### src/vga_defs.svh
// VGA scan-out constants.
// Fixed 800x600 at 72 Hz timing with a 50 MHz pixel clock, and the
// frame-buffer geometry for 400x300 bytes with a 512-byte row pitch.

`ifndef VGA_DEFS_SVH
`define VGA_DEFS_SVH

// Horizontal timing, in pixel clocks.
`define VGA_H_VISIBLE 800   // Visible columns.
`define VGA_H_FRONT   56    // Porch between sync and the first visible column.
`define VGA_H_SYNC    120   // Sync pulse width.
`define VGA_H_WHOLE   1040  // Whole line.

// Vertical timing, in lines.
`define VGA_V_VISIBLE 600   // Visible rows.
`define VGA_V_FRONT   37    // Porch between sync and the first visible row.
`define VGA_V_SYNC    6     // Sync pulse height.
`define VGA_V_WHOLE   666   // Whole frame.

// Counter width, wide enough for VGA_H_WHOLE.
`define VGA_CNT_WIDTH 11

// Frame buffer.
// Each row of 400 bytes starts on a 512-byte boundary, so the byte
// address is {row, column} with the column in the low bits.
`define VGA_ROW_SHIFT  9       // Log2 of the row pitch.
`define VGA_ADDR_WIDTH 18      // Byte address width.
`define VGA_FB_DEPTH   153600  // 300 rows of 512 bytes.

`endif

### src/vga_pkg.sv
// VGA shared types.
// Wishbone request and response, frame-buffer port, scan position and
// the 9-bit output colour, all as packed structs.

`default_nettype none

`include "vga_defs.svh"

package vga_pkg;

	// Wishbone classic request from the host.
	typedef struct packed {
		logic cyc;
		logic stb;
		logic we;
		logic [`VGA_ADDR_WIDTH-1:0] adr;
		logic [7:0] dat;
	} wb_req_t;

	// Wishbone classic response to the host.
	typedef struct packed {
		logic ack;
		logic [7:0] dat;
	} wb_rsp_t;

	// Read/write access on frame-buffer port A.
	typedef struct packed {
		logic en;
		logic we;
		logic [`VGA_ADDR_WIDTH-1:0] addr;
		logic [7:0] wdata;
	} fb_port_t;

	// Scan position. x and y count from the visible origin.
	typedef struct packed {
		logic [`VGA_CNT_WIDTH-1:0] x;
		logic [`VGA_CNT_WIDTH-1:0] y;
		logic visible;
		logic hsync_n;
		logic vsync_n;
	} scan_pos_t;

	// Output colour, blue in the top bits.
	typedef struct packed {
		logic [2:0] blue;
		logic [2:0] green;
		logic [2:0] red;
	} rgb9_t;

endpackage

`default_nettype wire

### src/vga_wb_port.sv
// VGA host port.
// Wishbone classic slave onto frame-buffer port A. Every access is
// acknowledged one cycle after it is sampled; out-of-range ones are dropped.

`timescale 1ns/1ns
`default_nettype none

`include "vga_defs.svh"

module vga_wb_port (
	input wire clk50M,
	input wire rst,
	input wire vga_pkg::wb_req_t wb_i,
	output vga_pkg::wb_rsp_t wb_o,
	output vga_pkg::fb_port_t fb,
	input wire [7:0] fb_rdata
);

	localparam logic [`VGA_ADDR_WIDTH-1:0] FB_LIMIT =
		`VGA_ADDR_WIDTH'(`VGA_FB_DEPTH);

	logic req;       // Fresh request in this cycle.
	logic in_range;
	logic ack;
	logic oor_q;     // Pending access was beyond the buffer.

	// A held request is not taken again while ack is high.
	assign req = wb_i.cyc && wb_i.stb && !ack;
	assign in_range = (wb_i.adr < FB_LIMIT);

	// RAM acts on the same edge that raises ack.
	always_comb begin
		fb.en = req && in_range;
		fb.we = wb_i.we;
		fb.addr = wb_i.adr;
		fb.wdata = wb_i.dat;
	end

	always_ff @(posedge clk50M) begin
		if (rst) begin
			ack <= 1'b0;
			oor_q <= 1'b0;
		end else begin
			ack <= req;  // Single-cycle pulse.
			if (req) begin
				oor_q <= !in_range;
			end
		end
	end

	// RAM read byte lines up with ack.
	always_comb begin
		wb_o.ack = ack;
		wb_o.dat = oor_q ? 8'h00 : fb_rdata;
	end

	a_ack_pulse: assert property (@(posedge clk50M) disable iff (rst)
		ack |=> !ack)
		else $error("ack held for more than one cycle");

endmodule

`default_nettype wire

### config.mk
export PLATFORM = sky130hd
export DESIGN_NAME = vga_wb_port
export DESIGN_NICKNAME = d
export VERILOG_FILES = /design/src/vga_pkg.sv /design/src/vga_wb_port.sv
export VERILOG_INCLUDE_DIRS = /design/src
export SDC_FILE = /design/constraint.sdc
export NUM_CORES = 1
export LEC_CHECK = 0
export BUFFER_PORTS_ARGS = -buffer_cell sky130_fd_sc_hd__clkbuf_2
export CORE_MARGIN = 1
export CORE_UTILIZATION = 22
export CTS_BUF_LIST = sky130_fd_sc_hd__clkbuf_8
export DETAILED_ROUTE_END_ITERATION = 8
export PLACE_DENSITY = 0.77
export SLEW_MARGIN = 20
export SYNTH_ARGS = -nofsm -noshare
export SYNTH_HDL_FRONTEND = slang
export SYNTH_SLANG_ARGS = --single-unit
### constraint.sdc
create_clock -name clk50M -period 0.8 [get_ports clk50M]
set_input_delay 0 -clock clk50M [delete_from_list [all_inputs] [get_ports clk50M]]
set_output_delay 0 -clock clk50M [all_outputs]
set_load 0.03 [all_outputs]
==> metrics <==
Synth area leader=buf_4; violated checks=setup timing; GRT Resource Usage Total=10.70%; Fill cells=147; Ports=76; total die area=0.001828 mm²; worst skew pair latency=0.21 ns; most used flip-flop cell after synthesis=dfxtp_1; Max Cap Viol=0; PD cells=1472 mW/mm²; vias per cell=4.338; hold path cells=0; outcome=complete, but fails checks; RSZ-0062 raised after global routing=true; Inserted Clock Buffers=3; clk sinks=2; fin worst setup slack=-0.3337 ns; DRT Wirelength=991 µm; Final Instance Count excl. Fillers=80; Area Growth Syn to Fin=78.77%; Synth area leaders=buf_4, nor2b_1, dfxtp_1, nand3b_4, a311oi_2; row count=14; worst hold slack=0.00001327 ns; DR vias=347; most frequent cells after synthesis=buf_4, nor2b_1, dfxtp_1; CTS tree=done; Max Root-Sink Buffers=2; period utilisation layout=141.7%; Final Wtd Congestion=0.6763; Hold Crit Class=input port to output pin; FF+latch count, synth=2; Post-DRT Antenna Nets=0; Detailed Routing Iterations Pass 1=1; r2r endpoint=oor_q$_SDFFE_PP0P_; Synth top area share=57.53%; Hold Fails Final Rpt=0; Overflow after GRT=0; Die H=42.75 µm; worst slew pin tran=0.2469 ns; register area=42.54 µm²; crit path DAT=1.13 ns; layout cells sized above 1=92.19%; Final setup viols=12; Crit. End Element=output pin; YS warnings=0; synth unique cells=9; vias in the first global route=377; # port buffers=35; peak fanout along the critical path=2; Reg clk slew, reported paths=0.03 ns; Die W=42.75 µm; drt initial violations=0; Cells after DPL=74; R2R setup slack=-0.25 ns; CORE AREA=0.001524 mm²; pins over their slew limit=0; Async SR Flop Fraction=0%; most frequent cell after synthesis=buf_4; sequential share of the synthesized area=10.96%; Worst VDD drop=0.001253 V; Post-synth EDFFs=0; Crit Path Category=flip-flop to output pin; ant diodes=0; r2r startpoint=ack$_SDFF_PP0_; largest net degree at the start of global routing=9; Fmax=0.8821 GHz; post-synthesis area per instance=8.119 µm²; Syn Nets=84; mapped cell area=365.4 µm²; clock skew=0.003021 ns; drt wl/cell=12.39 µm; Final Critical Period=1.134 ns; WHS Endpoint=fb[26]; multi-input logic area=188.9 µm²; CP Launch Type=flip-flop; NumNets Final=105; post-layout power=961.5 µW; Worst slew margin=83.54%; Cells after Synth=45; DRC Markers=0; initial antenna violation count=0; worst hold start=wb_i[26]; Clk Tree Root Cell=clkbuf_8; Required @ worst endpoint=0.80 ns; Initial Utilization=23.97%; fin util=42.86%; leakage power=0.3610 nW; CTS H-tree lvls=1; first-pass GRT wire length=1.449 mm; R2R cell count=5
-- per-layer routing --
layer | up-vias | part of all wire (%) | GRT usage (%) | wire (µm)
li1 | 153 | - | - | -
met1 | 146 | 21 | 5.584 | 212
met2 | 48 | 63 | 25.45 | 620
met3 | 0 | 16 | 4.255 | 158
met4 | 0 | 0 | 4.375 | 0
met5 | - | 0 | 0 | 0
-- registers in the layout, summed over array words and instances, names as in the netlist --
name   flops
oor_q      1
ack        1
-- layout make-up --
| cell class | instances | share of cell area (%) |
|---|---|---|
| repair buffers | 44 | 55.17 |
| multi-input cells | 15 | 28.93 |
| flip-flops and latches | 2 | 6.513 |
| clock buffers | 3 | 6.322 |
| well taps | 16 | 3.065 |
-- worst max-delay path, stage by stage (launching register included) --
cell and delay, ns:
dfxtp_2 0.31, nand3b_4 0.16, a311oi_4 0.24, clkbuf_8 0.21
-- cells by family (layout without fill, tap and decap cells) --
kind of cell / after synthesis / count (layout) / share of synthesized area [%]
AOI/OAI and AO/OA: 3 / 3 / 8.220
DFF: 2 / 2 / 10.96
buffers and inverters: 28 / 47 / 57.53
and+or+nand+nor: 12 / 12 / 23.28
-- worst max path at each step --
stage	start	endpoint	cells after the start
floorplan	ack$_SDFF_PP0_	oor_q$_SDFFE_PP0P_	3
global placement	ack$_SDFF_PP0_	fb[27]	3
detailed placement	ack$_SDFF_PP0_	fb[27]	3
CTS	ack$_SDFF_PP0_	fb[27]	3
global route	ack$_SDFF_PP0_	fb[27]	3
finish	ack$_SDFF_PP0_	fb[27]	3
-- stage by stage --
| step | setup TNS (ns) | instance area [µm²] | setup slack (ns) |
|---|---|---|---|
| final | -1.832 | 653.1 | -0.3337 |
| after detailed placement | -0.2326 | 439.2 | -0.1249 |
| after floorplan | -0.3435 | 396.6 | -0.2854 |
| after global placement | -0.1854 | 439.2 | -0.1051 |
| after global routing | -2.235 | 653.1 | -0.3792 |
| after CTS | -1.807 | 620.6 | -0.3340 |
-- cells in the final DEF, fill, tap and decap left out, drive strengths merged --
master and count:
a311oi 1, nor2b 9, nand3b 1, a21o 1, nor3 1, clkbuf 29, nor2 1, o21a 1
dfxtp 2, dlygate4sd3 1, buf 17
-- power by group --
part / internal [mW] / switching, mW
combinational: 0.228 / 0.217
clock: 0.319 / 0.0839
sequential: 0.107 / 0.00581
-- timing repair --
action / in CTS / in global routing
endpoints found under the hold margin: 2 / 0
gates resized for setup: 30 / 11
setup endpoints to repair: 11 / 12
hold buffers: 1 / 0
pin swaps: 1 / 1
buffers inserted: 0 / 2
Power figures use the tool's default switching activity.
