[src/vga_defs.svh]
// VGA scan-out constants.
// Fixed 800x600 at 72 Hz timing with a 50 MHz pixel clock, and the
// frame-buffer geometry for 400x300 bytes with a 512-byte row pitch.

`ifndef VGA_DEFS_SVH
`define VGA_DEFS_SVH

// Horizontal timing, in pixel clocks.
`define VGA_H_VISIBLE 800   // Visible columns.
`define VGA_H_FRONT   56    // Porch between sync and the first visible column.
`define VGA_H_SYNC    120   // Sync pulse width.
`define VGA_H_WHOLE   1040  // Whole line.

// Vertical timing, in lines.
`define VGA_V_VISIBLE 600   // Visible rows.
`define VGA_V_FRONT   37    // Porch between sync and the first visible row.
`define VGA_V_SYNC    6     // Sync pulse height.
`define VGA_V_WHOLE   666   // Whole frame.

// Counter width, wide enough for VGA_H_WHOLE.
`define VGA_CNT_WIDTH 11

// Frame buffer.
// Each row of 400 bytes starts on a 512-byte boundary, so the byte
// address is {row, column} with the column in the low bits.
`define VGA_ROW_SHIFT  9       // Log2 of the row pitch.
`define VGA_ADDR_WIDTH 18      // Byte address width.
`define VGA_FB_DEPTH   153600  // 300 rows of 512 bytes.

`endif

[src/vga_pkg.sv]
// VGA shared types.
// Wishbone request and response, frame-buffer port, scan position and
// the 9-bit output colour, all as packed structs.

`default_nettype none

`include "vga_defs.svh"

package vga_pkg;

	// Wishbone classic request from the host.
	typedef struct packed {
		logic cyc;
		logic stb;
		logic we;
		logic [`VGA_ADDR_WIDTH-1:0] adr;
		logic [7:0] dat;
	} wb_req_t;

	// Wishbone classic response to the host.
	typedef struct packed {
		logic ack;
		logic [7:0] dat;
	} wb_rsp_t;

	// Read/write access on frame-buffer port A.
	typedef struct packed {
		logic en;
		logic we;
		logic [`VGA_ADDR_WIDTH-1:0] addr;
		logic [7:0] wdata;
	} fb_port_t;

	// Scan position. x and y count from the visible origin.
	typedef struct packed {
		logic [`VGA_CNT_WIDTH-1:0] x;
		logic [`VGA_CNT_WIDTH-1:0] y;
		logic visible;
		logic hsync_n;
		logic vsync_n;
	} scan_pos_t;

	// Output colour, blue in the top bits.
	typedef struct packed {
		logic [2:0] blue;
		logic [2:0] green;
		logic [2:0] red;
	} rgb9_t;

endpackage

`default_nettype wire

[src/vga_timing.sv]
// VGA timing generator.
// Column and row counters for 800x600 at 72 Hz. Produces the scan
// position relative to the visible origin, the visible flag and raw syncs.

`timescale 1ns/1ns
`default_nettype none

`include "vga_defs.svh"

module vga_timing (
	input wire clk50M,
	input wire rst,
	output vga_pkg::scan_pos_t pos
);

	// Sync comes first in the line, then the porch, then the visible part.
	localparam logic [`VGA_CNT_WIDTH-1:0] H_LAST =
		`VGA_CNT_WIDTH'(`VGA_H_WHOLE - 1);
	localparam logic [`VGA_CNT_WIDTH-1:0] V_LAST =
		`VGA_CNT_WIDTH'(`VGA_V_WHOLE - 1);
	localparam logic [`VGA_CNT_WIDTH-1:0] H_SYNC_END =
		`VGA_CNT_WIDTH'(`VGA_H_SYNC);
	localparam logic [`VGA_CNT_WIDTH-1:0] V_SYNC_END =
		`VGA_CNT_WIDTH'(`VGA_V_SYNC);
	localparam logic [`VGA_CNT_WIDTH-1:0] H_START =
		`VGA_CNT_WIDTH'(`VGA_H_SYNC + `VGA_H_FRONT);
	localparam logic [`VGA_CNT_WIDTH-1:0] V_START =
		`VGA_CNT_WIDTH'(`VGA_V_SYNC + `VGA_V_FRONT);
	localparam logic [`VGA_CNT_WIDTH-1:0] H_END =
		`VGA_CNT_WIDTH'(`VGA_H_SYNC + `VGA_H_FRONT + `VGA_H_VISIBLE);
	localparam logic [`VGA_CNT_WIDTH-1:0] V_END =
		`VGA_CNT_WIDTH'(`VGA_V_SYNC + `VGA_V_FRONT + `VGA_V_VISIBLE);

	logic [`VGA_CNT_WIDTH-1:0] h_cnt;  // Column within the line.
	logic [`VGA_CNT_WIDTH-1:0] v_cnt;  // Line within the frame.
	logic h_last;
	logic v_last;
	logic h_vis;
	logic v_vis;

	assign h_last = (h_cnt == H_LAST);
	assign v_last = (v_cnt == V_LAST);
	assign h_vis = (h_cnt >= H_START) && (h_cnt < H_END);
	assign v_vis = (v_cnt >= V_START) && (v_cnt < V_END);

	always_ff @(posedge clk50M) begin
		if (rst) begin
			h_cnt <= '0;  // Starts inside both sync pulses.
			v_cnt <= '0;
		end else if (h_last) begin
			h_cnt <= '0;
			if (v_last) begin
				v_cnt <= '0;
			end else begin
				v_cnt <= v_cnt + 1'b1;
			end
		end else begin
			h_cnt <= h_cnt + 1'b1;
		end
	end

	// Position wraps outside the visible area; only valid with visible.
	always_comb begin
		pos.x = h_cnt - H_START;
		pos.y = v_cnt - V_START;
		pos.visible = h_vis && v_vis;
		pos.hsync_n = (h_cnt >= H_SYNC_END);  // Low for the first 120 columns.
		pos.vsync_n = (v_cnt >= V_SYNC_END);  // Low for the first 6 lines.
	end

	a_h_range: assert property (@(posedge clk50M) disable iff (rst)
		h_cnt < `VGA_CNT_WIDTH'(`VGA_H_WHOLE))
		else $error("column counter reached the line length");

	// Row moves only on the cycle after the last column.
	a_v_step: assert property (@(posedge clk50M) disable iff (rst)
		!$stable(v_cnt) |-> $past(h_last))
		else $error("row counter moved without a column wrap");

endmodule

`default_nettype wire

[config.mk]
export PLATFORM = sky130hd
export DESIGN_NAME = vga_timing
export DESIGN_NICKNAME = d
export VERILOG_FILES = /design/src/vga_pkg.sv /design/src/vga_timing.sv
export VERILOG_INCLUDE_DIRS = /design/src
export SDC_FILE = /design/constraint.sdc
export NUM_CORES = 1
export LEC_CHECK = 0
export ABC_AREA = 0
export BUFFER_PORTS_ARGS = -buffer_cell sky130_fd_sc_hd__buf_2
export CAP_MARGIN = 20
export CORE_ASPECT_RATIO = 0.8
export CORE_MARGIN = 1.5
export CORE_UTILIZATION = 58
export CTS_BUF_LIST = sky130_fd_sc_hd__clkbuf_8
export CTS_CLUSTER_SIZE = 8
export DETAILED_ROUTE_END_ITERATION = 10
export GPL_ROUTABILITY_DRIVEN = 0
export PLACE_DENSITY = 0.85
export SLEW_MARGIN = 30
export SYNTH_ARGS = -nofsm -noshare
export SYNTH_HDL_FRONTEND = slang
export SYNTH_SLANG_ARGS = --single-unit
[constraint.sdc]
create_clock -name clk50M -period 2.6 [get_ports clk50M]
set_clock_uncertainty 0.15 [all_clocks]
set_input_delay 0.52 -clock clk50M [delete_from_list [all_inputs] [get_ports clk50M]]
set_output_delay 0.52 -clock clk50M [all_outputs]
set_load 0.05 [all_outputs]
==> summary.txt <==
Critical path
  – Worst EP arrival: 1.91 ns
  – Slowest CP cell: or4b_1
  – Critical-path cell list: ha_1, or4b_1, o31a_1, o21ai_2, o211a_1, buf_6
  – Peak per-stage delay on the critical path: 0.44 ns
  – Worst Path Max Fanout: 2
  – Data required time of the worst path: 1.93 ns
  – CP endpoint kind: primary output
  – Setup crit start kind: register
  – Kind of critical path: register to primary output

Route
  – Detailed-route via count: 1342
  – DR DRC count: 0
  – WL/cell: 13.7 um
  – 1st-iter DRT viols: 92
  – Vias per std cell: 5.57
  – Final ANT Viol Nets: 0
  – Routed WL: 3.30 mm
  – Pre-antenna DRT Iters: 4

GRT
  – Initial antenna violation count: 0
  – Largest net degree at the start of global routing: 14
  – First-pass GRT wire length: 5.51 mm
  – Total track usage: 24.3%
  – Vias in the first global route: 1198
  – Grt ovf: 0

Die
  – Die Wd: 60.7 um
  – Die Height: 49.1 um
  – Row count: 16
  – Total core area: 2480 um2
  – Starting Density: 62.1%
  – I/O pin count: 27
  – Die Area: 2980 um2

STA
  – Final period util: 99.1%
  – Hold Fails Final Rpt: 0
  – Max-slew violations: 0
  – Final Setup Violations: 0
  – Total Neg Setup Slack: 0 ns
  – RSZ-0062 raised after global routing: true
  – Max_slew headroom: 64.7%
  – Max Clk Rate: 388 MHz
  – Final min period: 2.58 ns
  – Worst Tran Pin Value: 0.523 ns
  – Hold slack: 0.317 ns

Synthesis
  – Post-synth top area cell: dfxtp_1
  – Synth Register Bits: 22
  – Seq/Total Area, Yosys: 28.5%
  – Synth top area cells: dfxtp_1 (29%), xnor2_1 (10%), ha_1 (5.7%)
  – Post-synthesis cell area: 1540 um2
  – Synth Instances: 184
  – Mean Syn Cell Area: 8.38 um2
  – Syn Nets: 193
  – Synth Warn #: 0
  – Distinct cells, synth: 49
  – Area share of the largest cell type after synthesis: 28.5%

Clocking
  – Post-CTS Setup Inserts: 0
  – Max H-tree Level: 1
  – Reg clk slew, reported paths: 0.08 ns
  – Worst-Skew Late Latency: 0.27 ns
  – Number of buffers created by CTS: 3
  – Maximum root-to-sink buffer count: 2
  – CTS tree: yes
  – # clock sinks: 22
  – Root buffer cell: clkbuf_8

Pwr
  – Clock Power Share: 39.9%
  – Power per cell area: 364 nW/um2
  – Static leakage: 0.671 nW
  – Logic pwr share: 5.3%
  – Psw: 0.000149 W
  – Pwr Total: 0.000633 W
  – Flop pwr share: 54.8%
  – Int Pwr: 0.000484 W
  – VDD IR-drop max: 0.365 mV
  – Switching Share: 23.5%

Finish
  – Fin cells: 241
  – Inserted Diodes: 0
  – Post-route cell area: 1740 um2
  – Fillers: 210
  – Final layout net count: 215
  – Share of cells above drive strength 1: 25.9%
  – Area delta synth->final: 12.7%

Placement
  – Port bufs: 26
  – Hpwl dp: 2.42 mm
  – Placed Instance Area: 1660 um2
  – Inst Count DP: 237

Outcome
  – Status: finished, final reports clean

Flow run
  – Max cap viols: 0

Hold path
  – Hold Path Class: input pin to register
-- metrics by stage --
step                util [%]  setup slack, ns
global route            70.0          -0.0474
detailed placement      66.9            0.163
floorplan                  -           0.0662
finish                  70.0           0.0234
global placement        66.9            0.201
CTS                     69.6         -0.00171
-- final cells by class --
class / count / area, um2 / share of cell area (%)
Timing Repair Buffer: 32 / 186 / 10.7
Inverter: 10 / 37.5 / 2.16
Clock buffer: 4 / 55.1 / 3.17
Sequential cell: 22 / 444 / 25.6
Tap cell: 36 / 45.0 / 2.59
Multi-Input combinational cell: 137 / 970 / 55.8
-- synth_stat cells (all sizes together) --
master and n:
nand3 6, and4 2, nand4 8, dfxtp 22
o211ai 2, xnor2 18, ha 7, a21oi 10
a31oi 1, nor2 18, and2 3, o31ai 1
o41ai 1, o21ba 1, or4b 1, xor2 5
o21ai 12, o211a 1, nand2 11, nor4b 1
buf 10, or4 2, nor3 3, nor4bb 1
o21bai 3, nand2b 3, nor4 2, clkbuf 5
and3 2, inv 10, o31a 1, nand3b 1
o22ai 1, o21a 1, or3 7, and4bb 1
-- worst paths after layout --
path              slack, ns        to      from  cells after the start
setup / recovery       0.02    pos[2]  h_cnt[4]                      6
hold / removal         0.32  h_cnt[2]       rst                      2
setup reg to reg       0.61  v_cnt[9]  h_cnt[0]                      5
hold reg to reg        0.38  h_cnt[0]  h_cnt[0]                      1
-- placed cells by master, fill, tap and decap left out, types with 2 or more instances in the layout --
master / count
xor2_1: 5
or3_1: 7
buf_2: 23
and2_1: 2
o21bai_1: 2
buf_4: 7
xnor2_1: 16
nor4_1: 2
o21ai_2: 2
nor3_1: 3
dfxtp_2: 3
o211ai_1: 2
nand4_1: 6
dfxtp_1: 19
a21oi_1: 10
nand2b_1: 3
nand2_1: 11
xnor2_2: 2
nand3_1: 5
or4_1: 2
o21ai_0: 9
nor2_1: 17
inv_1: 10
ha_1: 7
clkbuf_8: 4
-- power groups by stage --
stage	Clock, W	Sequential [W]	Combinational, W
6_report	0.000253	0.000347	0.0000337
5_1_grt	0.000271	0.000348	0.0000365
4_1_cts	0.000256	0.000347	0.0000341
3_5_place_dp	0	0.000355	0.0000339
3_3_place_gp	0	0.000354	0.0000326
2_1_floorplan	0	0.000353	0.0000307
-- registers in the layout, summed over array words and instances (netlist names) --
signal / count
h_cnt: 11
v_cnt: 11
-- per-layer routing --
metal	track usage [%]	vias up	wire, um
met5	0	-	0
met4	6.52	0	27
met3	5.57	4	168
met2	36.6	41	1550
met1	34.6	618	1550
li1	-	679	-
-- critical path: cells and delay by family (launching register included) --
family	cells	cell delay [ns]
flip-flops	1	0.33
AND/OR/NAND/NOR	1	0.44
AO/OA/AOI/OAI	3	0.56
adder cells (fa/ha/maj)	1	0.15
buffers and inverters	1	0.16
-- what timing repair did --
action / 4_1_cts / 5_1_grt
resized for setup: 7 / 4
setup endpoints to repair: 3 / 5
hold buffers: 0 / 0
-- kinds of logic after synthesis --
| group | Yosys count | share of synthesized area [%] |
|---|---|---|
| AOI/OAI and AO/OA | 35 | 14.0 |
| xor gates and xnor gates | 23 | 13.1 |
| adders and majority gates | 7 | 5.68 |
| buffers and inverters | 25 | 10.1 |
| DFF | 22 | 28.5 |
| and+or+nand+nor | 72 | 28.6 |
Note: power is estimated with default switching activity, not from simulation.
