## src/vga_defs.svh

```systemverilog
// VGA scan-out constants.
// Fixed 800x600 at 72 Hz timing with a 50 MHz pixel clock, and the
// frame-buffer geometry for 400x300 bytes with a 512-byte row pitch.

`ifndef VGA_DEFS_SVH
`define VGA_DEFS_SVH

// Horizontal timing, in pixel clocks.
`define VGA_H_VISIBLE 800   // Visible columns.
`define VGA_H_FRONT   56    // Porch between sync and the first visible column.
`define VGA_H_SYNC    120   // Sync pulse width.
`define VGA_H_WHOLE   1040  // Whole line.

// Vertical timing, in lines.
`define VGA_V_VISIBLE 600   // Visible rows.
`define VGA_V_FRONT   37    // Porch between sync and the first visible row.
`define VGA_V_SYNC    6     // Sync pulse height.
`define VGA_V_WHOLE   666   // Whole frame.

// Counter width, wide enough for VGA_H_WHOLE.
`define VGA_CNT_WIDTH 11

// Frame buffer.
// Each row of 400 bytes starts on a 512-byte boundary, so the byte
// address is {row, column} with the column in the low bits.
`define VGA_ROW_SHIFT  9       // Log2 of the row pitch.
`define VGA_ADDR_WIDTH 18      // Byte address width.
`define VGA_FB_DEPTH   153600  // 300 rows of 512 bytes.

`endif

```

## src/vga_pkg.sv

```systemverilog
// VGA shared types.
// Wishbone request and response, frame-buffer port, scan position and
// the 9-bit output colour, all as packed structs.

`default_nettype none

`include "vga_defs.svh"

package vga_pkg;

	// Wishbone classic request from the host.
	typedef struct packed {
		logic cyc;
		logic stb;
		logic we;
		logic [`VGA_ADDR_WIDTH-1:0] adr;
		logic [7:0] dat;
	} wb_req_t;

	// Wishbone classic response to the host.
	typedef struct packed {
		logic ack;
		logic [7:0] dat;
	} wb_rsp_t;

	// Read/write access on frame-buffer port A.
	typedef struct packed {
		logic en;
		logic we;
		logic [`VGA_ADDR_WIDTH-1:0] addr;
		logic [7:0] wdata;
	} fb_port_t;

	// Scan position. x and y count from the visible origin.
	typedef struct packed {
		logic [`VGA_CNT_WIDTH-1:0] x;
		logic [`VGA_CNT_WIDTH-1:0] y;
		logic visible;
		logic hsync_n;
		logic vsync_n;
	} scan_pos_t;

	// Output colour, blue in the top bits.
	typedef struct packed {
		logic [2:0] blue;
		logic [2:0] green;
		logic [2:0] red;
	} rgb9_t;

endpackage

`default_nettype wire

```

## src/vga_pixel_out.sv

```systemverilog
// VGA pixel stage.
// Reads the byte under the scan position with 2x2 doubling, expands
// RGB332 to 9 bits and delays syncs so colour and syncs leave together.

`timescale 1ns/1ns
`default_nettype none

`include "vga_defs.svh"

module vga_pixel_out (
	input wire clk50M,
	input wire rst,
	input wire vga_pkg::scan_pos_t pos,
	output logic [`VGA_ADDR_WIDTH-1:0] ram_addr,
	input wire [7:0] ram_data,
	output vga_pkg::rgb9_t color,
	output logic hsync,
	output logic vsync
);

	import vga_pkg::*;

	rgb9_t expanded;                          // Colour of the byte just read.
	logic [`VGA_ADDR_WIDTH-1:0] row_base;
	logic [`VGA_ADDR_WIDTH-1:0] col_off;
	logic vis_d1;
	logic vis_d2;
	logic hs_d1;
	logic vs_d1;

	// Halving x and y repeats each byte over a 2x2 block.
	assign row_base = `VGA_ADDR_WIDTH'(pos.y[`VGA_CNT_WIDTH-1:1]) << `VGA_ROW_SHIFT;
	assign col_off = `VGA_ADDR_WIDTH'(pos.x[`VGA_CNT_WIDTH-1:1]);
	assign ram_addr = pos.visible ? (row_base + col_off) : '0;  // Park at 0 in blanking.

	always_comb begin
		expanded.red = ram_data[7:5];
		expanded.green = ram_data[4:2];
		case (ram_data[1:0])
			2'd0: expanded.blue = 3'd0;
			2'd1: expanded.blue = 3'd2;
			2'd2: expanded.blue = 3'd5;
			default: expanded.blue = 3'd7;
		endcase
	end

	// Stage 1 covers the RAM read, stage 2 the colour register.
	always_ff @(posedge clk50M) begin
		if (rst) begin
			vis_d1 <= 1'b0;
			hs_d1 <= 1'b0;
			vs_d1 <= 1'b0;
			vis_d2 <= 1'b0;
			hsync <= 1'b0;
			vsync <= 1'b0;
			color <= '0;
		end else begin
			vis_d1 <= pos.visible;
			hs_d1 <= pos.hsync_n;
			vs_d1 <= pos.vsync_n;
			vis_d2 <= vis_d1;
			hsync <= hs_d1;
			vsync <= vs_d1;
			color <= vis_d1 ? expanded : '0;  // Black outside the picture.
		end
	end

	a_blank: assert property (@(posedge clk50M) disable iff (rst)
		!vis_d2 |-> color == '0)
		else $error("colour driven during blanking");

endmodule

`default_nettype wire

```

## config.mk

```make
export PLATFORM = sky130hd
export DESIGN_NAME = vga_pixel_out
export DESIGN_NICKNAME = d
export VERILOG_FILES = /design/src/vga_pkg.sv /design/src/vga_pixel_out.sv
export VERILOG_INCLUDE_DIRS = /design/src
export SDC_FILE = /design/constraint.sdc
export NUM_CORES = 1
export LEC_CHECK = 0
export ABC_CLOCK_PERIOD_IN_PS = 1220
export BUFFER_PORTS_ARGS = -buffer_cell sky130_fd_sc_hd__buf_4
export CORE_MARGIN = 3
export CORE_UTILIZATION = 34
export DETAILED_ROUTE_END_ITERATION = 16
export GPL_TIMING_DRIVEN = 0
export PLACE_DENSITY = 0.78
export RECOVER_POWER = 25
export SYNTH_ARGS = -nofsm -noshare
export SYNTH_HDL_FRONTEND = slang
export SYNTH_SLANG_ARGS = --single-unit
```

## constraint.sdc

```tcl
create_clock -name clk50M -period 1.22 [get_ports clk50M]
set_input_delay 0.061 -clock clk50M [delete_from_list [all_inputs] [get_ports clk50M]]
set_output_delay 0.061 -clock clk50M [all_outputs]
set_load 0.05 [all_outputs]
```

==> results of run 1 <==
## power by group through the flow
stage / combinational, mW / sequential [mW] / clock, mW
after floorplan: 0.200 / 0.486 / 0
after global placement: 0.400 / 0.452 / 0
after detailed placement: 0.406 / 0.452 / 0
after CTS: 0.442 / 0.443 / 0.267
after global routing: 0.465 / 0.445 / 0.292
final: 0.439 / 0.443 / 0.248
## critical path, stage by stage
cell and delay, ns:
buf_6 0.07, ha_4 0.15, ha_4 0.15, inv_1 0.05, or3_4 0.37, a21boi_4 0.13
buf_6 0.17
## layer usage
layer,share of wire [%],GRT usage (%)
met4,0.96,8.53
met5,0,0
met3,11,5.52
met1,36,17.4
met2,52,31.9
## cells in the mapped netlist
| cell | instances |
|---|---|
| nand2_1 | 1 |
| xor2_1 | 1 |
| and2_1 | 22 |
| xnor2_1 | 2 |
| nand3_1 | 5 |
| nor2b_1 | 6 |
| buf_4 | 1 |
| a21boi_1 | 3 |
| inv_1 | 1 |
| o21ai_0 | 4 |
| dfxtp_1 | 13 |
| or3_1 | 4 |
| clkbuf_1 | 1 |
| nand4_2 | 1 |
| ha_1 | 2 |
| a21boi_0 | 1 |
## stage by stage
step	util, %	cells	setup TNS (ns)	power (mW)	worst slack [ns]
5_1_grt	81.7	168	-0.0826	1.20	-0.0398
4_1_cts	81.6	167	0	1.15	0.00502
3_3_place_gp	71.7	152	-0.137	0.852	-0.0832
3_5_place_dp	71.7	152	-0.171	0.858	-0.0972
6_report	81.7	168	0	1.13	0.00447
2_1_floorplan	-	68	-0.172	0.686	-0.172
## what timing repair did
item | in CTS | in global routing
hold endpoints to repair | 12 | 0
hold buffers | 10 | 0
buffers inserted | 1 | 1
pin swaps | 3 | 2
setup endpoints to repair | 2 | 4
gates resized for setup | 6 | 3
## registers in the layout, indices dropped and copies added, names as in the netlist
name,flops
vsync,1
hs_d1,1
hsync,1
vis_d1,1
color,8
vs_d1,1
## path summary, 6_finish.rpt
| check | end | slack [ns] | cells after the start |
|---|---|---|---|
| min | color[0] | 0.008 | 2 |
| max | ram_addr[15] | 0.004 | 7 |
| max reg2reg | color[0] | 0.34 | 2 |
| min reg2reg | vsync | 0.45 | 1 |
## cell type report
| type | count | area share, % |
|---|---|---|
| repair buffers | 72 | 43.1 |
| multi-input cells | 52 | 31.7 |
| flip-flops and latches | 13 | 19.8 |
| well taps | 24 | 2.28 |
| clock buffers | 3 | 1.71 |
| plain buffers | 2 | 0.856 |
| clock inverters | 1 | 0.380 |
| inverters | 1 | 0.285 |
## placed cells by master, fill, tap and decap left out, types with 2 or more instances in the layout
| cell | n |
|---|---|
| buf_4 | 52 |
| and2_1 | 22 |
| dfxtp_1 | 13 |
| dlygate4sd3_1 | 10 |
| clkbuf_1 | 5 |
| nor2b_1 | 5 |
| buf_6 | 5 |
| o21ai_0 | 4 |
| clkbuf_4 | 4 |
| nand3_1 | 3 |
| or3_1 | 2 |
| or3_4 | 2 |
| a21boi_4 | 2 |
| nand3_2 | 2 |
| xnor2_1 | 2 |
| ha_4 | 2 |
## cells by family after synthesis
logic type | count (synthesis) | synth area share, %
buffers and inverters | 3 | 2.43
AO/OA/AOI/OAI | 8 | 8.10
adder cells (fa/ha/maj) | 2 | 4.05
flip-flops | 13 | 42.1
AND/OR/NAND/NOR | 39 | 39.1
XOR/XNOR | 3 | 4.25
==> impl_results.md, run 1 <==
- Drt drc: 0
- Sw Ratio: 33.7%
- Worst Max-Slew Pin Slew: between 0.5 and 0.6 ns
- Pwr dens: 858 nW/um2
- Part of the power in registers: 39.2%
- Core ar.: 1610 um2
- Drt first-iter violations: 2
- Synthesized net count: approximately 110
- Number of global-route vias before repair: roughly 810
- Max Slew Vio Count: 0
- Crit path launch: pos[24]
- I/O pin count: between 60 and 70
- CP arrival: roughly 1.2 ns
- Cell accounting for the most synthesized area: dfxtp_1
- CTS clk-pin slew, worst paths: around 0.07 ns
- Routed len/inst: about 12 um
- Ant. Diodes: 0
- Placed cell areas: about 1200 um2
- DIE WIDTH: between 40 and 50 um
- # H-tree levels: 1
- All-Layer GR Usage: between 10% and 20%
- Longest Clk Path Bufs: 2
- Final setup fails: 0
- Worst vdd ir: roughly 450 uV
- TritonCTS buffer count: 3
- Placer congestion estimate: around 0.69
- NumNets Final: around 180
- Register area: around 260 um2
- Synth top area cells: dfxtp_1 (42%), and2_1 (22%), nor2b_1 (6.1%), ha_1 (4.0%), nand3_1 (4.0%)
- Critical path type: primary input to output pin
- Yosys Warn Count: 0
- Leak Pwr: ~0.62 nW
- Switching pwr: 0.380 mW
- Outcome: completed
- Final clock skew: around 0.0065 ns
- Post-Route WL: between 1500 and 2000 um
- Flops & latches, synth: 13
- Area grow syn2layout: 113%
- RSZ-0062 raised after global routing: true
- Rows: 14
- Mean Syn Cell Area: about 9 um2
- Hold Startpoint: ram_data[5]
- Req. time, crit path: around 1.2 ns
- Antenna Nets Post-Route: 0
- Worst-Skew Late Latency: roughly 0.27 ns
- IO buf count: 60
- Worst reg2reg path startpoint: vis_d1
- Pre-Repair DR Iteration Count: 4
- Clock root buffer: clkbuf_4
- Post-Synthesis Cells: 68
- Area of the multi-input gates: ~420 um2
- Sequential-to-total area share from yosys stat: a little over two fifths
- Comb pwr share: roughly two fifths
- Fmax: 0.823 GHz
- Clock network fraction of total power: between 20% and 30%
- Crit path max fanout: 3
- GR Overflow Total: 0
- Share of cells above drive strength 1: 51.4%
- Initial Util: around two fifths
- Hold_ws: about 0.0082 ns
- Hold Violations, Final: 0
- Mapped cell area: between 600 and 700 um2
- Worst Hold Class: primary input to flop
- Max_cap viols: 0
- Period minus WS final: ~1.2 ns
- Via count: 758
- Startpoint Class: primary input
- Internal power: approximately 0.75 mW
- CTS tree: built
- Total die area: 2370 um2
- Die height: roughly 50 um
- CTS sink count: 13
- Pin count of the biggest net entering global routing: 11
- Crit. End Element: output pin
- First-pass GRT wire length: between 3000 and 4000 um
- Tcrit/Tclk final: ~100%
- Layout fillers: ~100
- Slew HR: between 60% and 70%
- Initial antenna violation count: 0
- Post-synth cell types: 16
- Yosys top cell area share: 42.1%
- Post-route cell area: roughly 1300 um2
- DR vias/cell: about 4.5
Note: power is estimated with default switching activity, not from simulation.
==> run 2: changes to the inputs <==
BUFFER_PORTS_ARGS = -buffer_cell sky130_fd_sc_hd__clkbuf_2   (was -buffer_cell sky130_fd_sc_hd__buf_4)
GPL_ROUTABILITY_DRIVEN = 0   (was default)
==> run 2 against run 1 <==
Effect of this change: clock-buffer cell count grew 1; power shrank 7.1%; the flow now finishes with violations (negative setup slack); routed wire length shrank 24%; maximum frequency shrank 2.9%; critical path depth is the same; final area shrank 16%.
==> impl_results.md, run 2 (synthesized netlist as in run 1, its figures left out) <==
- IO buf count: 60 (unchanged)
- Final setup fails: 2 (was 0)
- I/O pin count: 64 (unchanged)
- Number of global-route vias before repair: 689 (was 808)
- Crit. End Element: output pin (unchanged)
- Clock root buffer: clkbuf_4 (unchanged)
- GRT busiest layer: met2 (unchanged)
- Ant. Diodes: 0 (unchanged)
- Hold Violations, Final: 0 (unchanged)
- Worst r2r dst: color[7] (was color[0])
- Share of cells above drive strength 1: 50.0% (was 51.4%)
- Leading cell type in the layout, fill and taps excluded: clkbuf_2 (was buf_4)
- Crit path launch: pos[24] (unchanged)
- Placed wire-length estimate: 1300 um
- Largest Register: color (unchanged)
- Max Slew Vio Count: 0 (unchanged)
- Req. time, crit path: 1.16 ns (about the same)
- Worst reg2reg path startpoint: vis_d1 (unchanged)
- Pre-Repair DR Iteration Count: 2 (was 4)
- Worst Max-Slew Pin Slew: 0.597 ns (was 0.598 ns)
- Max_cap viols: 0 (unchanged)
- All-Layer GR Usage: 13.8% (was 17.4%)
- Power Total: 1.05 mW (was 1.13 mW)
- Most frequent cells in the layout: clkbuf_2 (48), and2_1 (22), dfxtp_1 (13), clkbuf_1 (7), nor2b_1 (6) (was buf_4 (52), and2_1 (22), dfxtp_1 (13), dlygate4sd3_1 (10))
- GR Overflow Total: 0 (unchanged)
- RSZ-0062 raised after global routing: true (unchanged)
- Period minus WS final: 1.25 ns (was 1.22 ns)
- Register area: 260 um2 (unchanged)
- Met2 Use GR: 26.0% (was 31.9%)
- Antenna Nets Post-Route: 0 (unchanged)
- Hold Startpoint: ram_data[2] (was ram_data[5])
- Post-Route WL: 1510 um (was 1970 um)
- Crit path max fanout: 4 (was 3)
- Worst setup margin: -0.0313 ns (was 0.00447 ns)
- DIE WIDTH: 48.6 um (unchanged)
- Worst vdd ir: 456 uV (was 453 uV)
- Longest Clk Path Bufs: 2 (unchanged)
- Core ar.: 1610 um2 (unchanged)
- Hold Crit Depth: 2 (unchanged)
- Fmax: 0.799 GHz (was 0.823 GHz)
- Rows: 14 (unchanged)
- Layout fillers: 143 (was 103)
- Met1 usage: 15.4% (was 17.4%)
- Hold path endpoint: color[3] (was color[0])
- CP arrival: 1.19 ns (was 1.15 ns)
- Startpoint Class: primary input (unchanged)
- Area of the multi-input gates: 404 um2 (was 417 um2)
- Pwr dens: 945 nW/um2 (was 858 nW/um2)
- Area grow syn2layout: 79.8% (was 113%)
- Slew HR: 60.4% (was 60.3%)
- Failing checks: negative setup slack
- Worst reg2reg path depth: 2 (unchanged)
- DR vias/cell: 4.28 (was 4.51)
- Drt first-iter violations: 4 (was 2)
- Worst reg2reg setup slack: 0.37 ns (was 0.34 ns)
- Pin count of the biggest net entering global routing: 11 (unchanged)
- CTS sink count: 13 (unchanged)
- CTS clk-pin slew, worst paths: 0.07 ns (about the same)
- TritonCTS buffer count: 3 (unchanged)
- Worst-Skew Late Latency: 0.26 ns (was 0.27 ns)
- CTS tree: built (unchanged)
- Max reg flops: 8 (unchanged)
- Post-CTS setup buffers: 0 (was 1)
- Leak Pwr: 0.542 nW (was 0.618 nW)
- Worst Hold Class: primary input to flop (unchanged)
- Tcrit/Tclk final: 103% (was 99.6%)
- # H-tree levels: 1 (unchanged)
- Initial antenna violation count: 0 (unchanged)
- Routed len/inst: 9.42 um (was 11.7 um)
- Initial Util: 38.4% (unchanged)
- Total die area: 2370 um2 (unchanged)
- First-pass GRT wire length: 2700 um (was 3260 um)
- Hold_ws: 0.00646 ns (was 0.00824 ns)
- Routing usage on met3: 2.45% (was 5.52%)
- Setup_tns: -0.0451 ns (was 0 ns)
- Critical path type: primary input to output pin (unchanged)
- NumNets Final: 174 (was 182)
- Die height: 48.6 um (unchanged)
- Via count: 684 (was 758)
- Outcome: finished, violations left (was completed)
- Final clock skew: 0.00242 ns (was 0.00652 ns)
- Drt drc: 0 (unchanged)
[run 2: cell types whose count changed in the layout (fill, tap and decap cells not counted), moves of 2 or more]
cell           previous run  this run
buf_4                    52         1
buf_6                     5         3
buf_8                     0         2
clkbuf_1                  5         7
clkbuf_2                  1        48
dlygate4sd3_1            10         4
nand3_1                   3         5
nand3_2                   2         0
[run 2: per-stage QoR]
stage	instances	setup slack, ns	cell area, um2	util, %
2_1_floorplan	68	-0.172	674	-
3_3_place_gp	152	-0.185	1000	62.3
3_5_place_dp	152	-0.210	1000	62.3
4_1_cts	159	-0.0662	1090	67.4
5_1_grt	160	-0.0672	1110	68.9
6_report	160	-0.0313	1110	68.9
[run 2: what timing repair did]
action	CTS	global route
pin swaps	3	2
hold endpoints to repair	3	1
hold buffers	3	1
gates resized for setup	6	11
endpoints found under the setup margin	4	5
[run 2: final cells by class]
class / count / share of cell area, %
clock buffers: 4 / 2.36
flip-flops and latches: 13 / 23.4
inverters: 1 / 0.338
plain buffers: 2 / 1.01
well taps: 24 / 2.70
repair buffers: 64 / 33.8
multi-input cells: 52 / 36.4
[run 2: worst max-delay path by stage]
| stage | endpoint | slack [ns] |
|---|---|---|
| after floorplan | ram_addr[14] | -0.17 |
| after global placement | ram_addr[15] | -0.19 |
| after detailed placement | ram_addr[15] | -0.21 |
| after CTS | ram_addr[17] | -0.07 |
| after global routing | ram_addr[15] | -0.07 |
| final | ram_addr[15] | -0.03 |
[run 2: metal layers]
metal / wire length [um] / vias to the layer above
met5: 0 / -
met4: 0 / 0
met1: 618 / 274
met3: 191 / 0
met2: 696 / 49
li1: - / 361
[run 2: power by group]
part	internal [mW]	switching (mW)
Clock	0.126	0.113
Sequential	0.439	0.00367
Combinational	0.130	0.238
[run 2: worst max-delay path: stages]
cell	delay, ns
buf_6	0.07
ha_4	0.15
ha_4	0.15
inv_2	0.04
or3_4	0.38
a21boi_4	0.17
buf_8	0.16
==> run 3: changes to the inputs <==
--- a/config.mk
+++ b/config.mk
@@ -11,7 +11,9 @@
 export CORE_MARGIN = 3
 export CORE_UTILIZATION = 34
+export CTS_CLUSTER_SIZE = 30
 export DETAILED_ROUTE_END_ITERATION = 16
 export GPL_ROUTABILITY_DRIVEN = 0
 export GPL_TIMING_DRIVEN = 0
+export HOLD_SLACK_MARGIN = 0.05
 export PLACE_DENSITY = 0.78
 export RECOVER_POWER = 25
==> constraint.sdc (replaced) <==
create_clock -name clk50M -period 1.22 [get_ports clk50M]
set_input_delay 0.244 -clock clk50M [delete_from_list [all_inputs] [get_ports clk50M]]
set_output_delay 0.244 -clock clk50M [all_outputs]
set_load 0.05 [all_outputs]
==> run 3 against run 2 <==
Effect of this change: the flow still finishes with violations (negative setup slack); first-iteration DRC count rose by 130%; sequential share of layout area fell by 3.5 points; sequential cell count did not move; non-clock buffer count fell by 1; cell count fell by 0.63%; clock power rose by 4%; global-route usage rose by 4.8 points; power rose by 11%; worst setup slack got worse by 0.36 ns; sequential power barely moved; routed wire length rose by 59%; die area did not move; largest cell class is now buffers; largest power group is now combinational cells.
==> impl_results.md, run 3 (synthesized netlist as in run 1, its figures left out) <==
- CTS sink count: 13 (unchanged)
- Hold_ws: 0.168 ns (was 0.00646 ns)
- Longest Clk Path Bufs: 2 (unchanged)
- Drt drc: 0 (unchanged)
- Req. time, crit path: 0.98 ns (was 1.16 ns)
- Period minus WS final: 1.61 ns (was 1.25 ns)
- Hold Startpoint: ram_data[5] (was ram_data[2])
- TritonCTS buffer count: 3 (unchanged)
- Number of global-route vias before repair: 817 (was 689)
- Die height: 48.6 um (unchanged)
- Most frequent cells in the layout: clkbuf_2 (38), and2_1 (18), dfxtp_1 (13), buf_8 (7) (was clkbuf_2 (48), and2_1 (22), dfxtp_1 (13), clkbuf_1 (7), nor2b_1 (6))
- DIE WIDTH: 48.6 um (unchanged)
- Worst reg2reg path startpoint: vis_d1 (unchanged)
- Layout fillers: 111 (was 143)
- Placed wire-length estimate: 1340 um (was 1300 um)
- Crit path max fanout: 3 (was 4)
- Drt first-iter violations: 9 (was 4)
- Rows: 14 (unchanged)
- Share of cells above drive strength 1: 63.0% (was 50.0%)
- Worst reg2reg path depth: 2 (unchanged)
- Core ar.: 1610 um2 (unchanged)
- Hold path endpoint: color[0] (was color[3])
- IO buf count: 60 (unchanged)
- Post-placement setup slack: -0.534 ns (was -0.210 ns)
- GR Overflow Total: 0 (unchanged)
- Ant. Diodes: 0 (unchanged)
- Total die area: 2370 um2 (unchanged)
- CTS tree: built (unchanged)
- Worst Hold Class: primary input to flop (unchanged)
- Worst-Skew Late Latency: 0.27 ns (was 0.26 ns)
- Area grow syn2layout: 111% (was 79.8%)
- Antenna Nets Post-Route: 0 (unchanged)
- Slowest stage delay, CP: 0.20 ns (was 0.38 ns)
- Worst Max-Slew Pin Slew: 0.390 ns (was 0.597 ns)
- First-pass GRT wire length: 3440 um (was 2700 um)
- Area of the multi-input gates: 469 um2 (was 404 um2)
- Register area: 260 um2 (unchanged)
- DR vias/cell: 4.74 (was 4.28)
- Worst r2r dst: color[6] (was color[7])
- Failing checks: negative setup slack (unchanged)
- Pwr dens: 890 nW/um2 (was 945 nW/um2)
- Pin count of the biggest net entering global routing: 11 (unchanged)
- Clock root buffer: clkbuf_4 (unchanged)
- Setup_tns: -2.49 ns (was -0.0451 ns)
- Leading cell type in the layout, fill and taps excluded: clkbuf_2 (unchanged)
- Pre-Repair DR Iteration Count: 4 (was 2)
- Routed len/inst: 15.1 um (was 9.42 um)
- I/O pin count: 64 (unchanged)
- NumNets Final: 173 (was 174)
- Leak Pwr: 0.620 nW (was 0.542 nW)
- Hold Violations, Final: 0 (unchanged)
- CP arrival: 1.37 ns (was 1.19 ns)
- Tcrit/Tclk final: 132% (was 103%)
- Slowest CP cell: xor2_1 (was or3_4)
- All-Layer GR Usage: 18.6% (was 13.8%)
- Startpoint Class: primary input (unchanged)
- # H-tree levels: 1 (unchanged)
- Largest Register: color (unchanged)
- Post-Route WL: 2400 um (was 1510 um)
- Max_cap viols: 0 (unchanged)
- Via count: 754 (was 684)
- Worst reg2reg setup slack: 0.33 ns (was 0.37 ns)
- Critical path type: primary input to output pin (unchanged)
- Hold Crit Depth: 2 (unchanged)
- Worst vdd ir: 479 uV (was 456 uV)
- Hold buffer count at cts: 0 (was 3)
- Slew HR: 73.7% (was 60.4%)
- Initial Util: 38.4% (unchanged)
- Final clock skew: 0.00240 ns (was 0.00242 ns)
- Final setup fails: 8 (was 2)
- Worst setup margin: -0.389 ns (was -0.0313 ns)
- Max Slew Vio Count: 0 (unchanged)
- Crit path cell chain: buf_8 -> ha_4 -> ha_4 -> buf_4 -> xor2_1 -> and2_4 -> buf_8 (was buf_6 -> ha_4 -> ha_4 -> inv_2 -> or3_4 -> a21boi_4 -> buf_8)
- Fmax: 0.621 GHz (was 0.799 GHz)
- CTS clk-pin slew, worst paths: 0.07 ns (about the same)
- Initial antenna violation count: 0 (unchanged)
- Outcome: finished, violations left (unchanged)
- RSZ-0062 raised after global routing: true (unchanged)
- Crit. End Element: output pin (unchanged)
- Max reg flops: 8 (unchanged)
run 3: changes by cell type in the layout (fill, tap and decap cells not counted), moves of 4 or more:
cell / previous run / this run
and2_1: 22 / 18
clkbuf_2: 48 / 38
dlygate4sd3_1: 4 / 0
clkbuf_1: 7 / 2
and2_4: 0 / 4
buf_8: 2 / 7
buf_4: 1 / 6
run 3: how the worst max path moves through the flow:
stage / from / to / slack [ns] / depth (start not counted)
after detailed placement: pos[4] / ram_addr[15] / -0.53 / 7
final: pos[24] / ram_addr[11] / -0.39 / 7
after floorplan: pos[4] / ram_addr[15] / -0.31 / 5
after global routing: pos[24] / ram_addr[11] / -0.41 / 7
after CTS: pos[4] / ram_addr[15] / -0.41 / 7
after global placement: pos[4] / ram_addr[15] / -0.51 / 7
run 3: per-stage QoR:
stage	total power, mW	util [%]	area [um2]	cells
finish	1.16	81.0	1310	159
global route	1.22	81.0	1310	159
CTS	1.14	78.1	1260	159
detailed placement	0.811	64.1	1030	152
global placement	0.806	64.1	1030	152
floorplan	0.696	-	703	68
run 3: repair_timing:
action                     CTS  global route
setup endpoints to repair   14            16
resized for setup           37            25
setup buffers                3             0
pin swaps                    9             1
run 3: where the power goes:
group / internal (mW) / total [mW] / switching (mW)
combinational: 0.197 / 0.470 / 0.273
clock: 0.127 / 0.249 / 0.123
sequential: 0.439 / 0.442 / 0.00311
total: 0.763 / 1.16 / 0.399
run 3: cell type report:
class / instances / area share, %
Buffer: 2 / 1.44
Clock buffer: 4 / 2.01
Inverter: 1 / 0.288
Multi-Input combinational cell: 52 / 36.0
Sequential cell: 13 / 19.9
Tap cell: 24 / 2.30
Timing Repair Buffer: 63 / 38.1
run 3: routing by layer:
layer	wire [um]	track usage (%)	share of wire [%]
met4	42	8.53	1.8
met3	281	7.98	12
met5	0	0	0
met2	1200	33.5	50
met1	869	18.2	36
run 3: critical path: cells and delay by family:
family                     cells  cell delay [ns]
buffers and inverters          3             0.39
and+or+nand+nor                1             0.20
xor gates and xnor gates       1             0.20
adders and majority gates      2             0.34
